**src/verilog/montmul_params.svh**
```systemverilog
// Montgomery multiplier sizing, word width and word count shared by all blocks
`ifndef MONTMUL_PARAMS_SVH
`define MONTMUL_PARAMS_SVH

// ------------------------------------------------------------
// Word geometry
// ------------------------------------------------------------

// Bits per word, one processing element handles one word
`define MONTMUL_RADIX 8

// Words per operand, also the number of processing elements
`define MONTMUL_WORDS 4

// Full operand width, R = 2**MONTMUL_WIDTH
`define MONTMUL_WIDTH (`MONTMUL_RADIX * `MONTMUL_WORDS)

`endif

```
**src/verilog/montmul_pkg.sv**
```systemverilog
// Montgomery multiplier types, word and carry vectors, request struct and feeder FSM states
`default_nettype none

`include "montmul_params.svh"

package montmul_pkg;

    // ------------------------------------------------------------
    // Vector types
    // ------------------------------------------------------------

    // One word: s words, a words, quotient m and p_inv
    typedef logic [`MONTMUL_RADIX-1:0] word_t;

    // Local carry of an element, one bit wider than a word
    typedef logic [`MONTMUL_RADIX:0] carry_t;

    // Full operand: a, b, p and the final result
    typedef logic [`MONTMUL_WIDTH-1:0] operand_t;

    // Resolved sum before the conditional subtraction, below 2p
    typedef logic [`MONTMUL_WIDTH:0] result_t;

    // ------------------------------------------------------------
    // Request payload
    // ------------------------------------------------------------

    // p must be odd; p_inv is -p^-1 mod 2**RADIX
    typedef struct packed {
        operand_t a;
        operand_t b;
        operand_t p;
        word_t    p_inv;
    } montmul_req_t;

    // Feeder sequencing
    // idle waits for a request, step runs the clear and accumulate cycles,
    // drain waits for the result to leave the collector
    typedef enum logic [1:0] {
        idle,
        step,
        drain
    } feeder_state_t;

endpackage

`default_nettype wire

```
**src/verilog/montmul_operand_feeder.sv**
```systemverilog
// Montgomery operand feeder, accepts a request, steps the a words and forms each quotient word
`timescale 1ns/1ps
`default_nettype none

`include "montmul_params.svh"

module montmul_operand_feeder (
    input  wire                          clk,
    input  wire                          reset_n,

    // Request port
    input  wire                          req_valid,
    output logic                         req_ready,
    input  wire montmul_pkg::montmul_req_t req,

    // State of element 0, needed for the quotient
    input  wire montmul_pkg::word_t      s0,
    input  wire montmul_pkg::carry_t     c0,
    input  wire                          release_pulse,

    // Row control
    output logic                         start,
    output logic                         step,
    output logic                         done,

    // Row data
    output montmul_pkg::word_t           a_word,
    output montmul_pkg::word_t           m_word,
    output montmul_pkg::operand_t        b_op,
    output montmul_pkg::operand_t        p_op
);

    // Counter covers the clear cycle plus WORDS steps
    localparam int CNT_W = $clog2(`MONTMUL_WORDS + 1);

    montmul_pkg::feeder_state_t state_q;
    logic [CNT_W-1:0]           cnt_q;
    logic                       accept;

    // Held operands
    montmul_pkg::operand_t      a_q;
    montmul_pkg::word_t         p_inv_q;
    montmul_pkg::word_t         low_sum;

    // ------------------------------------------------------------
    // Handshake and row control
    // ------------------------------------------------------------
    assign req_ready = (state_q == montmul_pkg::idle);
    assign accept    = req_valid & req_ready;

    // First cycle in step clears the row, the rest accumulate
    assign start = (state_q == montmul_pkg::step) && (cnt_q == '0);
    assign step  = (state_q == montmul_pkg::step) && (cnt_q != '0);

    always_ff @(posedge clk or negedge reset_n) begin
        if (!reset_n) begin
            state_q <= montmul_pkg::idle;
            cnt_q   <= '0;
            done    <= 1'b0;
        end else begin
            // done is a single-cycle pulse
            done <= 1'b0;
            case (state_q)
                montmul_pkg::idle: begin
                    if (accept) begin
                        state_q <= montmul_pkg::step;
                        cnt_q   <= '0;
                    end
                end
                montmul_pkg::step: begin
                    // Last accumulate cycle, hand over to the collector
                    if (cnt_q == CNT_W'(`MONTMUL_WORDS)) begin
                        state_q <= montmul_pkg::drain;
                        done    <= 1'b1;
                    end else begin
                        cnt_q <= cnt_q + 1'b1;
                    end
                end
                montmul_pkg::drain: begin
                    // Wait until the response has left
                    if (release_pulse) begin
                        state_q <= montmul_pkg::idle;
                    end
                end
                default: begin
                    state_q <= montmul_pkg::idle;
                end
            endcase
        end
    end

    // ------------------------------------------------------------
    // Operand registers
    // ------------------------------------------------------------
    always_ff @(posedge clk) begin
        if (accept) begin
            a_q     <= req.a;
            b_op    <= req.b;
            p_op    <= req.p;
            p_inv_q <= req.p_inv;
        end else if (step) begin
            // Next a word moves into the low position
            a_q <= a_q >> `MONTMUL_RADIX;
        end
    end

    assign a_word = a_q[`MONTMUL_RADIX-1:0];

    // ------------------------------------------------------------
    // Quotient word
    // ------------------------------------------------------------
    // Low word of the weight-0 column, only mod 2**RADIX matters
    assign low_sum = montmul_pkg::word_t'(s0 + c0 + a_word * b_op[`MONTMUL_RADIX-1:0]);

    // m makes the weight-0 column a multiple of the word base
    assign m_word  = low_sum * p_inv_q;

endmodule

`default_nettype wire

```
**src/verilog/montmul_pe.sv**
```systemverilog
// Montgomery processing element, multiply-accumulates one b word and one p word with a local carry
`timescale 1ns/1ps
`default_nettype none

`include "montmul_params.svh"

module montmul_pe (
    input  wire                      clk,
    input  wire                      reset_n,

    // Control from the feeder
    input  wire                      start,
    input  wire                      step,

    // Broadcast and owned words
    input  wire montmul_pkg::word_t  a_word,
    input  wire montmul_pkg::word_t  m_word,
    input  wire montmul_pkg::word_t  b_word,
    input  wire montmul_pkg::word_t  p_word,

    // Low word from the element above
    input  wire montmul_pkg::word_t  s_in,

    output montmul_pkg::word_t       s_out,
    output montmul_pkg::carry_t      c_out
);

    // ------------------------------------------------------------
    // Datapath
    // ------------------------------------------------------------
    logic [2*`MONTMUL_RADIX-1:0] prod_ab;
    logic [2*`MONTMUL_RADIX-1:0] prod_mp;

    // Sum stays below 2*W**2, one bit over two words
    logic [2*`MONTMUL_RADIX:0]   acc;

    assign prod_ab = a_word * b_word;
    assign prod_mp = m_word * p_word;

    // Own carry stays here, the incoming s already dropped one word in weight
    assign acc = prod_ab + prod_mp + s_in + c_out;

    // ------------------------------------------------------------
    // State
    // ------------------------------------------------------------
    always_ff @(posedge clk or negedge reset_n) begin
        if (!reset_n) begin
            s_out <= '0;
            c_out <= '0;
        end else if (start) begin
            // Clear before a new product
            s_out <= '0;
            c_out <= '0;
        end else if (step) begin
            // Low word moves down next step, high part is the new carry
            s_out <= acc[`MONTMUL_RADIX-1:0];
            c_out <= acc[2*`MONTMUL_RADIX:`MONTMUL_RADIX];
        end
    end

endmodule

`default_nettype wire

```
**src/verilog/montmul_result_collector.sv**
```systemverilog
// Montgomery result collector, resolves the redundant row sum, reduces below p and holds the response
`timescale 1ns/1ps
`default_nettype none

`include "montmul_params.svh"

module montmul_result_collector (
    input  wire                                          clk,
    input  wire                                          reset_n,

    // Row finished
    input  wire                                          done,

    // Row state, word j at index j
    input  wire montmul_pkg::operand_t                   s_row,
    input  wire montmul_pkg::carry_t [`MONTMUL_WORDS-1:0] c_row,
    input  wire montmul_pkg::operand_t                   p_op,

    // Tells the feeder the result has left
    output logic                                         release_pulse,

    // Response port
    output logic                                         resp_valid,
    input  wire                                          resp_ready,
    output montmul_pkg::operand_t                        resp
);

    montmul_pkg::result_t  sum;
    montmul_pkg::result_t  p_ext;
    montmul_pkg::operand_t reduced;
    logic                  ge_p;

    // ------------------------------------------------------------
    // Carry resolution
    // ------------------------------------------------------------
    // Element j's s word counts at weight j-1 once the last step is done,
    // so the whole s row drops one word and element 0's word is discarded.
    // The carries count at the weight of their own element.
    always_comb begin
        sum = montmul_pkg::result_t'(s_row >> `MONTMUL_RADIX);
        for (int j = 0; j < `MONTMUL_WORDS; j++) begin
            sum = sum + (montmul_pkg::result_t'(c_row[j]) << (j * `MONTMUL_RADIX));
        end
    end

    // ------------------------------------------------------------
    // Final reduction
    // ------------------------------------------------------------
    // Sum is below 2p, one subtraction is enough
    assign p_ext   = {1'b0, p_op};
    assign ge_p    = (sum >= p_ext);
    assign reduced = montmul_pkg::operand_t'(ge_p ? sum - p_ext : sum);

    // ------------------------------------------------------------
    // Response register
    // ------------------------------------------------------------
    assign release_pulse = resp_valid & resp_ready;

    always_ff @(posedge clk or negedge reset_n) begin
        if (!reset_n) begin
            resp_valid <= 1'b0;
        end else if (done) begin
            resp_valid <= 1'b1;
        end else if (release_pulse) begin
            resp_valid <= 1'b0;
        end
    end

    // Held stable until the transfer, the feeder blocks new work meanwhile
    always_ff @(posedge clk) begin
        if (done) begin
            resp <= reduced;
        end
    end

endmodule

`default_nettype wire

```
**src/verilog/montmul_top.sv**
```systemverilog
// Montgomery multiplier top level, feeder, generated element row and result collector
`timescale 1ns/1ps
`default_nettype none

`include "montmul_params.svh"

module montmul_top (
    input  wire                            clk,
    input  wire                            reset_n,

    // Request port
    input  wire                            req_valid,
    output logic                           req_ready,
    input  wire montmul_pkg::montmul_req_t req,

    // Response port
    output logic                           resp_valid,
    input  wire                            resp_ready,
    output montmul_pkg::operand_t          resp
);

    // ------------------------------------------------------------
    // Internal wiring
    // ------------------------------------------------------------
    logic                  start;
    logic                  step;
    logic                  done;
    logic                  release_pulse;
    montmul_pkg::word_t    a_word;
    montmul_pkg::word_t    m_word;
    montmul_pkg::operand_t b_op;
    montmul_pkg::operand_t p_op;

    // s chain runs downward, the slot above the top element is zero
    wire montmul_pkg::word_t  [`MONTMUL_WORDS:0]   s_link;
    wire montmul_pkg::carry_t [`MONTMUL_WORDS-1:0] c_row;

    assign s_link[`MONTMUL_WORDS] = '0;

    // ------------------------------------------------------------
    // Operand feeder
    // ------------------------------------------------------------
    // Element 0 accumulates the s word arriving from element 1
    montmul_operand_feeder feeder_inst (
        .clk           (clk),
        .reset_n       (reset_n),
        .req_valid     (req_valid),
        .req_ready     (req_ready),
        .req           (req),
        .s0            (s_link[1]),
        .c0            (c_row[0]),
        .release_pulse (release_pulse),
        .start         (start),
        .step          (step),
        .done          (done),
        .a_word        (a_word),
        .m_word        (m_word),
        .b_op          (b_op),
        .p_op          (p_op)
    );

    // ------------------------------------------------------------
    // Element row
    // ------------------------------------------------------------
    for (genvar j = 0; j < `MONTMUL_WORDS; j++) begin : g_pe
        montmul_pe pe_inst (
            .clk     (clk),
            .reset_n (reset_n),
            .start   (start),
            .step    (step),
            .a_word  (a_word),
            .m_word  (m_word),
            .b_word  (b_op[j*`MONTMUL_RADIX +: `MONTMUL_RADIX]),
            .p_word  (p_op[j*`MONTMUL_RADIX +: `MONTMUL_RADIX]),
            .s_in    (s_link[j+1]),
            .s_out   (s_link[j]),
            .c_out   (c_row[j])
        );
    end

    // ------------------------------------------------------------
    // Result collector
    // ------------------------------------------------------------
    montmul_result_collector collector_inst (
        .clk           (clk),
        .reset_n       (reset_n),
        .done          (done),
        .s_row         (s_link[`MONTMUL_WORDS-1:0]),
        .c_row         (c_row),
        .p_op          (p_op),
        .release_pulse (release_pulse),
        .resp_valid    (resp_valid),
        .resp_ready    (resp_ready),
        .resp          (resp)
    );

endmodule

`default_nettype wire

```
**config.mk**
```make
export PLATFORM = sky130hd
export DESIGN_NAME = montmul_top
export DESIGN_NICKNAME = d
export VERILOG_FILES = /design/src/verilog/montmul_pkg.sv /design/src/verilog/montmul_operand_feeder.sv /design/src/verilog/montmul_pe.sv /design/src/verilog/montmul_result_collector.sv /design/src/verilog/montmul_top.sv
export VERILOG_INCLUDE_DIRS = /design/src /design/src/verilog
export SDC_FILE = /design/constraint.sdc
export NUM_CORES = 2
export LEC_CHECK = 0
export ABC_CLOCK_PERIOD_IN_PS = 11750
export BUFFER_PORTS_ARGS = -buffer_cell sky130_fd_sc_hd__buf_2
export CAP_MARGIN = 25
export CORE_ASPECT_RATIO = 0.7
export CORE_MARGIN = 8
export CORE_UTILIZATION = 30
export DETAILED_ROUTE_END_ITERATION = 16
export GPL_TIMING_DRIVEN = 0
export SYNTH_ARGS = -nofsm -noshare
export SYNTH_HDL_FRONTEND = slang
export SYNTH_SLANG_ARGS = --single-unit
```
**constraint.sdc**
```tcl
create_clock -name clk -period 11.75 [get_ports clk]
set_clock_uncertainty 0.05 [all_clocks]
set_input_delay 2.35 -clock clk [delete_from_list [all_inputs] [get_ports clk]]
set_output_delay 2.35 -clock clk [all_outputs]
set_load 0.02 [all_outputs]
```
Yosys cells after proc, flatten, opt, wreduce, memory -nomap -nowiden
Index checks and enable logic that the tools add are counted.
Widths: inputs -> output; s select.

word-level totals
  register bits after elaboration = 203
  input bits = 108
  output and inout bits = 34
  word-level logic and storage cells = 94

cells by class
  add/sub/neg operators = 19
  multiply operators = 10
  order comparisons = 1
  equality and inequality tests = 7
  multiplexer cells = 28
  bitwise gates (word level) = 2
  reduce and logical (&&, ||, !) cells = 11

operators by type and width
  cell                 number
  $mul 8x8->16         8
  $mux 32              3
  $mux 9               8
  $add 16x16->17       4
  $add 17x9->17        4
  $add 17x8->17        3
  $mux 8               6
  $add 33x17->33       1
  $add 33x25->33       1
  $add 33x33->33       1
  $ge 33x32->1         1
  $sub 32x32->32       1
  $add 24x9->25        1
  $add 8x8->8          2
  $mul 8x8->8          2
  $reduce_bool 2->1    4
  $mux 2               3
  $mux 3               2
  $ne 2x2->1 const B   3
  $pmux 2 s3           1
  $pmux 3 s2           1
  $reduce_and 3->1     2
  $mux 1               4
  $add 3x1->3 const B  1
  other kinds (9)      11

Logic depth before layout (Yosys ltp)
  depth after elaboration = 9
  depth in mapped cells = 51
  gate-level depth less buffers = 49

By module
A second synthesis with hierarchy kept.

unflattened totals
  cell total of the unflattened synthesis = 3391
  area total of the unflattened synthesis = 33164.3 sq um

by module, submodules not included
  module                             times used  cells each  area an instance (sq um)  sequential area each (sq um)
  montmul_pe at g_pe[0].pe_inst ...  2           604         5587.9                    425.4
  montmul_operand_feeder             1           430         6004.5                    3273.1
  montmul_pe at g_pe[2].pe_inst      1           598         5551.6                    425.4
  montmul_pe at g_pe[3].pe_inst      1           584         5467.7                    425.4
  montmul_result_collector           1           570         4961.0                    985.9
  montmul_top                        1           1           3.8                       0.0

Worst setup path before layout
OpenSTA, ideal clock, no wires.

  path kind = reg2reg
  from = register feeder_inst.a_q[1]
  to = register g_pe[3].pe_inst.c_out[8]
  library setup time = 0.132 ns
  arrival = 11.658 ns
  required time = 11.568 ns
  slack = -0.090 ns
  stages on the path, launching flop included = 47
  buffers on the path = 3
  period minus slack after synthesis = 11.840 ns
  cell sequence = edfxtp_1 -> clkbuf_1 -> clkbuf_1 -> nand2_1 -> fa_1 -> fa_1 -> inv_1 -> fa_1 -> inv_1 -> fa_1 -> fa_1 -> inv_1 -> ha_1 -> xnor2_1 -> and2_1 -> fa_1 -> inv_1 -> fa_1 -> [... 11 more ...] -> fa_1 -> fa_1 -> inv_1 -> fa_1 -> fa_1 -> fa_1 -> inv_1 -> fa_1 -> inv_1 -> ha_1 -> a21oi_1 -> inv_1 -> a31oi_1 -> o21ai_1 -> o41ai_1 -> o21ai_1 -> xnor2_1 -> o21ai_1

between the ends
  longest elaborated chain between the ends = 8
  elaborated cells between the ends (all ways) = 9
  those cells by class = 3 x add/sub; 4 x mul; 2 x mux

RTL lines
  what                      RTL line                       text
  start: declaration        montmul_operand_feeder.sv:41   montmul_pkg::operand_t a_q;
  start signal: assignment  montmul_operand_feeder.sv:97   a_q <= req.a;
  start signal: assignment  montmul_operand_feeder.sv:103  a_q <= a_q >> `MONTMUL_RADIX;
  $mul 8x8->8               montmul_operand_feeder.sv:113  assign low_sum = montmul_pkg::word_t'(s0 + c0 + a_word * b_op[`MONTMUL_RADIX-1:0]);
  $add 8x8->8               montmul_operand_feeder.sv:113
  $mul 8x8->8               montmul_operand_feeder.sv:116  assign m_word = low_sum * p_inv_q;
  $mul 8x8->16              montmul_pe.sv:38               assign prod_mp = m_word * p_word;
  $add 16x16->17 *          montmul_pe.sv:41               assign acc = prod_ab + prod_mp + s_in + c_out;
  $add 17x9->17 *           montmul_pe.sv:41
  $mux 9 *                  montmul_pe.sv:54               end else if (step) begin
  $mux 9 *                  montmul_pe.sv:50               end else if (start) begin
  end signal: assignment    montmul_pe.sv:57               c_out <= acc[2*`MONTMUL_RADIX:`MONTMUL_RADIX];
  end: declaration          montmul_pe.sv:25               output montmul_pkg::carry_t c_out

Every way passes the cells marked *; elsewhere a longest branch is shown, timed or not. The select of a mux whose other input is x is not followed.
A chain may end at the register's enable or synchronous reset.

Worst setup path after layout
  from = register feeder_inst.a_q[3]
  to = register g_pe[3].pe_inst.c_out[8]

Same word-level chain as after synthesis.

==> impl_metrics.py <==
metrics = {
    "setup_path": {
        "reg2reg_from": "feeder_inst.a_q[3]",
        "r2r_cells": 50,
        "cp-end-kind": "register",
        "reg2reg_to": "g_pe[3].pe_inst.c_out[8]",
        "worst-path-buf-inv": 15,
        "critPathSlowestCell": "fa_2",
        "crit_type": "register to register",
        "path_delay_family": "adder cells",
        "crit_top_cell": "inv_2",
        "required_ns": 12.15,
        "start_kind": "register",
        "cpPeakStageDelay_ns": 0.55,
        "critPathMaxFanout": 4,
        "regToRegSetupSlack_ns": -0.62,
        "worst_ep_arrival_time_ns": 12.77,
    },
    "routing": {
        "first_iter_violations": 1609,
        "vias_per_cell": 4.69,
        "postRouteWirelength_um": 96600,
        "vias": 22800,
        "drt_pass1_iterations": 7,
        "drc": 0,
        "wire_per_inst_um": 19.9,
        "ant_nets": 0,
    },
    "yosys": {
        "synthTopCellsByArea": "fa_1 (31%), ha_1 (15%), edfxtp_1 (13%)",
        "yosys_most_used_dff": "edfxtp_1",
        "ys_top_cells_by_count": "inv_1 (773), fa_1 (484), ha_1 (374)",
        "synth_seq_area_share_pct": 18.3,
        "synth_fp_nets": 4192,
        "synth_area_per_cell_um2": 9.73,
        "synth-edff-count": 136,
        "yosysMostFrequentCell": "inv_1",
        "yosysWarnings": 0,
        "synth_cell_types": 63,
        "yosys_register_bits": 203,
        "async_reset_ff_share_pct": 33.0,
        "synth_top_area_share_pct": 30.9,
        "synth_top_area_cell": "fa_1",
        "syn_inst": 3226,
        "synthesis.area_um2": 31400,
    },
    "global_route": {
        "grt_pass1_vias": 23600,
        "grt.overflow.total": 0,
        "antenna_found_initial": 2,
        "grt_max_degree": 64,
        "grt_pass1_wl_um": 146000,
        "grtUsageTotal_pct": 16.6,
    },
    "place": {
        "place_hpwl_um": 79100,
        "port_buffers": 141,
        "placed_area_um2": 34000,
        "gp_congestion": 0.914,
    },
    "layout": {
        "area_growth_pct": 18.0,
        "nets": 4432,
        "final_cell_area_um2": 37000,
        "nFillCells": 10400,
        "layout-drive-gt1-share_pct": 15.2,
    },
    "clock_tree": {
        "cts_tree": "yes",
        "clk_latency_ns": 0.63,
        "clk_pin_slew_worst_paths_ns": 0.07,
        "root_buffer": "clkbuf_16",
        "h-tree-depth": 1,
        "holdBufCountCts": 0,
        "cts_buffers": 27,
        "tritoncts_num_sinks": 203,
        "clock_path_buffers": 3,
    },
    "power": {
        "combinationalPowerShare_pct": 1.5,
        "power_leakage_uw": 0.0180,
        "intPower_uw": 1310,
        "ir_drop_mv": 0.0953,
        "powerDensity_nw_per_um2": 45.8,
        "total_power_uw": 1700,
        "p_switching_uw": 391,
        "pwr-share-clk_pct": 53.8,
        "power_switching_share_pct": 23.0,
        "seqPwrFrac_pct": 44.8,
    },
    "floorplan": {
        "core_um2": 104000,
        "start_util_pct": 30.2,
        "num_io_pins": 142,
        "rows": 99,
        "die_y_um": 287,
        "die_w_um": 403,
        "die_area_um2": 115000,
    },
    "sta": {
        "setup_slack_ns": -0.621,
        "slew_viol_final": 0,
        "setup_viol": 30,
        "timing.hold.ws_ns": 0.459,
        "slew_headroom_pct": 26.3,
        "fin_setup_tns_ns": -13.38,
        "hold_violations": 0,
        "fmaxAchievable_mhz": 80.8,
        "tightest_slew_ns": 1.10,
        "fin_crit_ns": 12.37,
        "grt_setup_unrepaired": "yes",
        "timing.final.crit_share_pct": 105,
    },
    "hold_path": {
        "whs_path_depth": 1,
        "hold_start": "collector_inst.resp_valid",
        "min_to": "collector_inst.resp_valid",
        "holdCritPathClass": "register to register",
    },
    "flow_run": {
        "maxCapViolCount": 0,
    },
    "run_status": {
        "violations": "setup timing",
        "status": "finished with violations",
    },
}
## worst reg2reg max path: cells and delay by family, from the launching register on
kind                     cells  cell delay [ns]
flip-flops                   1             0.53
XOR/XNOR                     7             1.17
buffers and inverters       15             1.29
AO/OA/AOI/OAI                7             1.07
AND/OR/NAND/NOR              3             0.37
adder cells (fa/ha/maj)     18             7.72
## layer usage
metal,up-vias,share of wire (%),GRT usage (%)
met4,4,2.2,3.35
li1,10500,-,-
met2,824,39,22.9
met5,-,0.16,0.877
met1,11300,47,24.4
met3,112,11,6.37
## kinds of logic after synthesis
kind of cell | after synthesis | share of synthesized area, %
buffers and inverters | 859 | 10.4
AO/OA/AOI/OAI | 338 | 6.91
AND/OR/NAND/NOR | 765 | 12.2
multiplexers | 53 | 2.19
adder cells (fa/ha/maj) | 858 | 45.8
flip-flops | 203 | 18.3
XOR/XNOR | 150 | 4.18
## placed cells by master (no fill, tap or decap), types with 16 or more instances in the layout
cell	count
dfrtp_1	67
xor2_1	20
fa_2	17
nand2_1	280
buf_4	41
o21bai_1	20
mux2_4	25
a21o_1	30
clkbuf_1	59
a21oi_1	72
edfxtp_1	136
xnor2_1	88
clkbuf_16	29
fa_1	467
inv_2	26
inv_1	747
ha_4	23
and3_1	20
nand3_1	19
and2_1	278
o22ai_1	31
buf_6	25
o21ai_0	36
mux2_2	24
o21ai_1	18
xor2_2	16
ha_1	351
buf_2	141
nor2_1	71
## state kept, by name (all words and copies together) (netlist names)
signal	cells
feeder_inst.p_inv_q	8
feeder_inst.b_op	32
g_pe.pe_inst.s_out	24
feeder_inst.a_q	32
collector_inst.resp_valid	1
feeder_inst.done	1
g_pe.pe_inst.c_out	36
collector_inst.resp	32
feeder_inst.state_q	2
feeder_inst.p_op	32
feeder_inst.cnt_q	3
## cell type report
cell class | count | area [um2] | share of cell area, %
well taps | 1363 | 1710 | 4.60
clock inverters | 22 | 263 | 0.709
plain buffers | 83 | 459 | 1.24
inverters | 773 | 2900 | 7.83
repair buffers | 214 | 1470 | 3.97
clock buffers | 28 | 679 | 1.83
multi-input cells | 2164 | 23800 | 64.2
diodes | 3 | 7.51 | 0.0203
flip-flops and latches | 203 | 5760 | 15.5
## how the worst max path moves through the flow
stage	startpoint	to	depth (start not counted)
after CTS	feeder_inst.a_q[3]	g_pe[3].pe_inst.c_out[8]	51
after detailed placement	feeder_inst.a_q[1]	g_pe[1].pe_inst.c_out[8]	45
after floorplan	feeder_inst.a_q[6]	g_pe[3].pe_inst.c_out[8]	47
after global routing	feeder_inst.a_q[3]	g_pe[0].pe_inst.c_out[8]	47
after global placement	feeder_inst.a_q[1]	g_pe[1].pe_inst.c_out[8]	44
final	feeder_inst.a_q[3]	g_pe[3].pe_inst.c_out[8]	50
## power groups by stage
stage | registers [uW] | clock network (uW) | logic, uW
after global placement | 775 | 0 | 23.7
after CTS | 760 | 940 | 25.4
final | 760 | 913 | 24.7
after global routing | 760 | 965 | 27.6
after detailed placement | 775 | 0 | 25.4
after floorplan | 775 | 0 | 0.183
## repair_timing
action / in CTS / in global routing
gates resized for setup: 233 / 99
setup buffers: 43 / 20
pin swaps: 121 / 110
endpoints found under the setup margin: 42 / 37
## metrics by stage
step / utilization [%] / std cells / setup slack (ns)
after global placement: 32.5 / 4730 / -3.21
final: 35.6 / 4853 / -0.621
after detailed placement: 32.7 / 4738 / -2.93
after floorplan: - / 3226 / 0.00306
after global routing: 35.6 / 4850 / -0.970
after CTS: 35.0 / 4829 / -0.524
No activity file was read; power rests on OpenSTA's default activity.
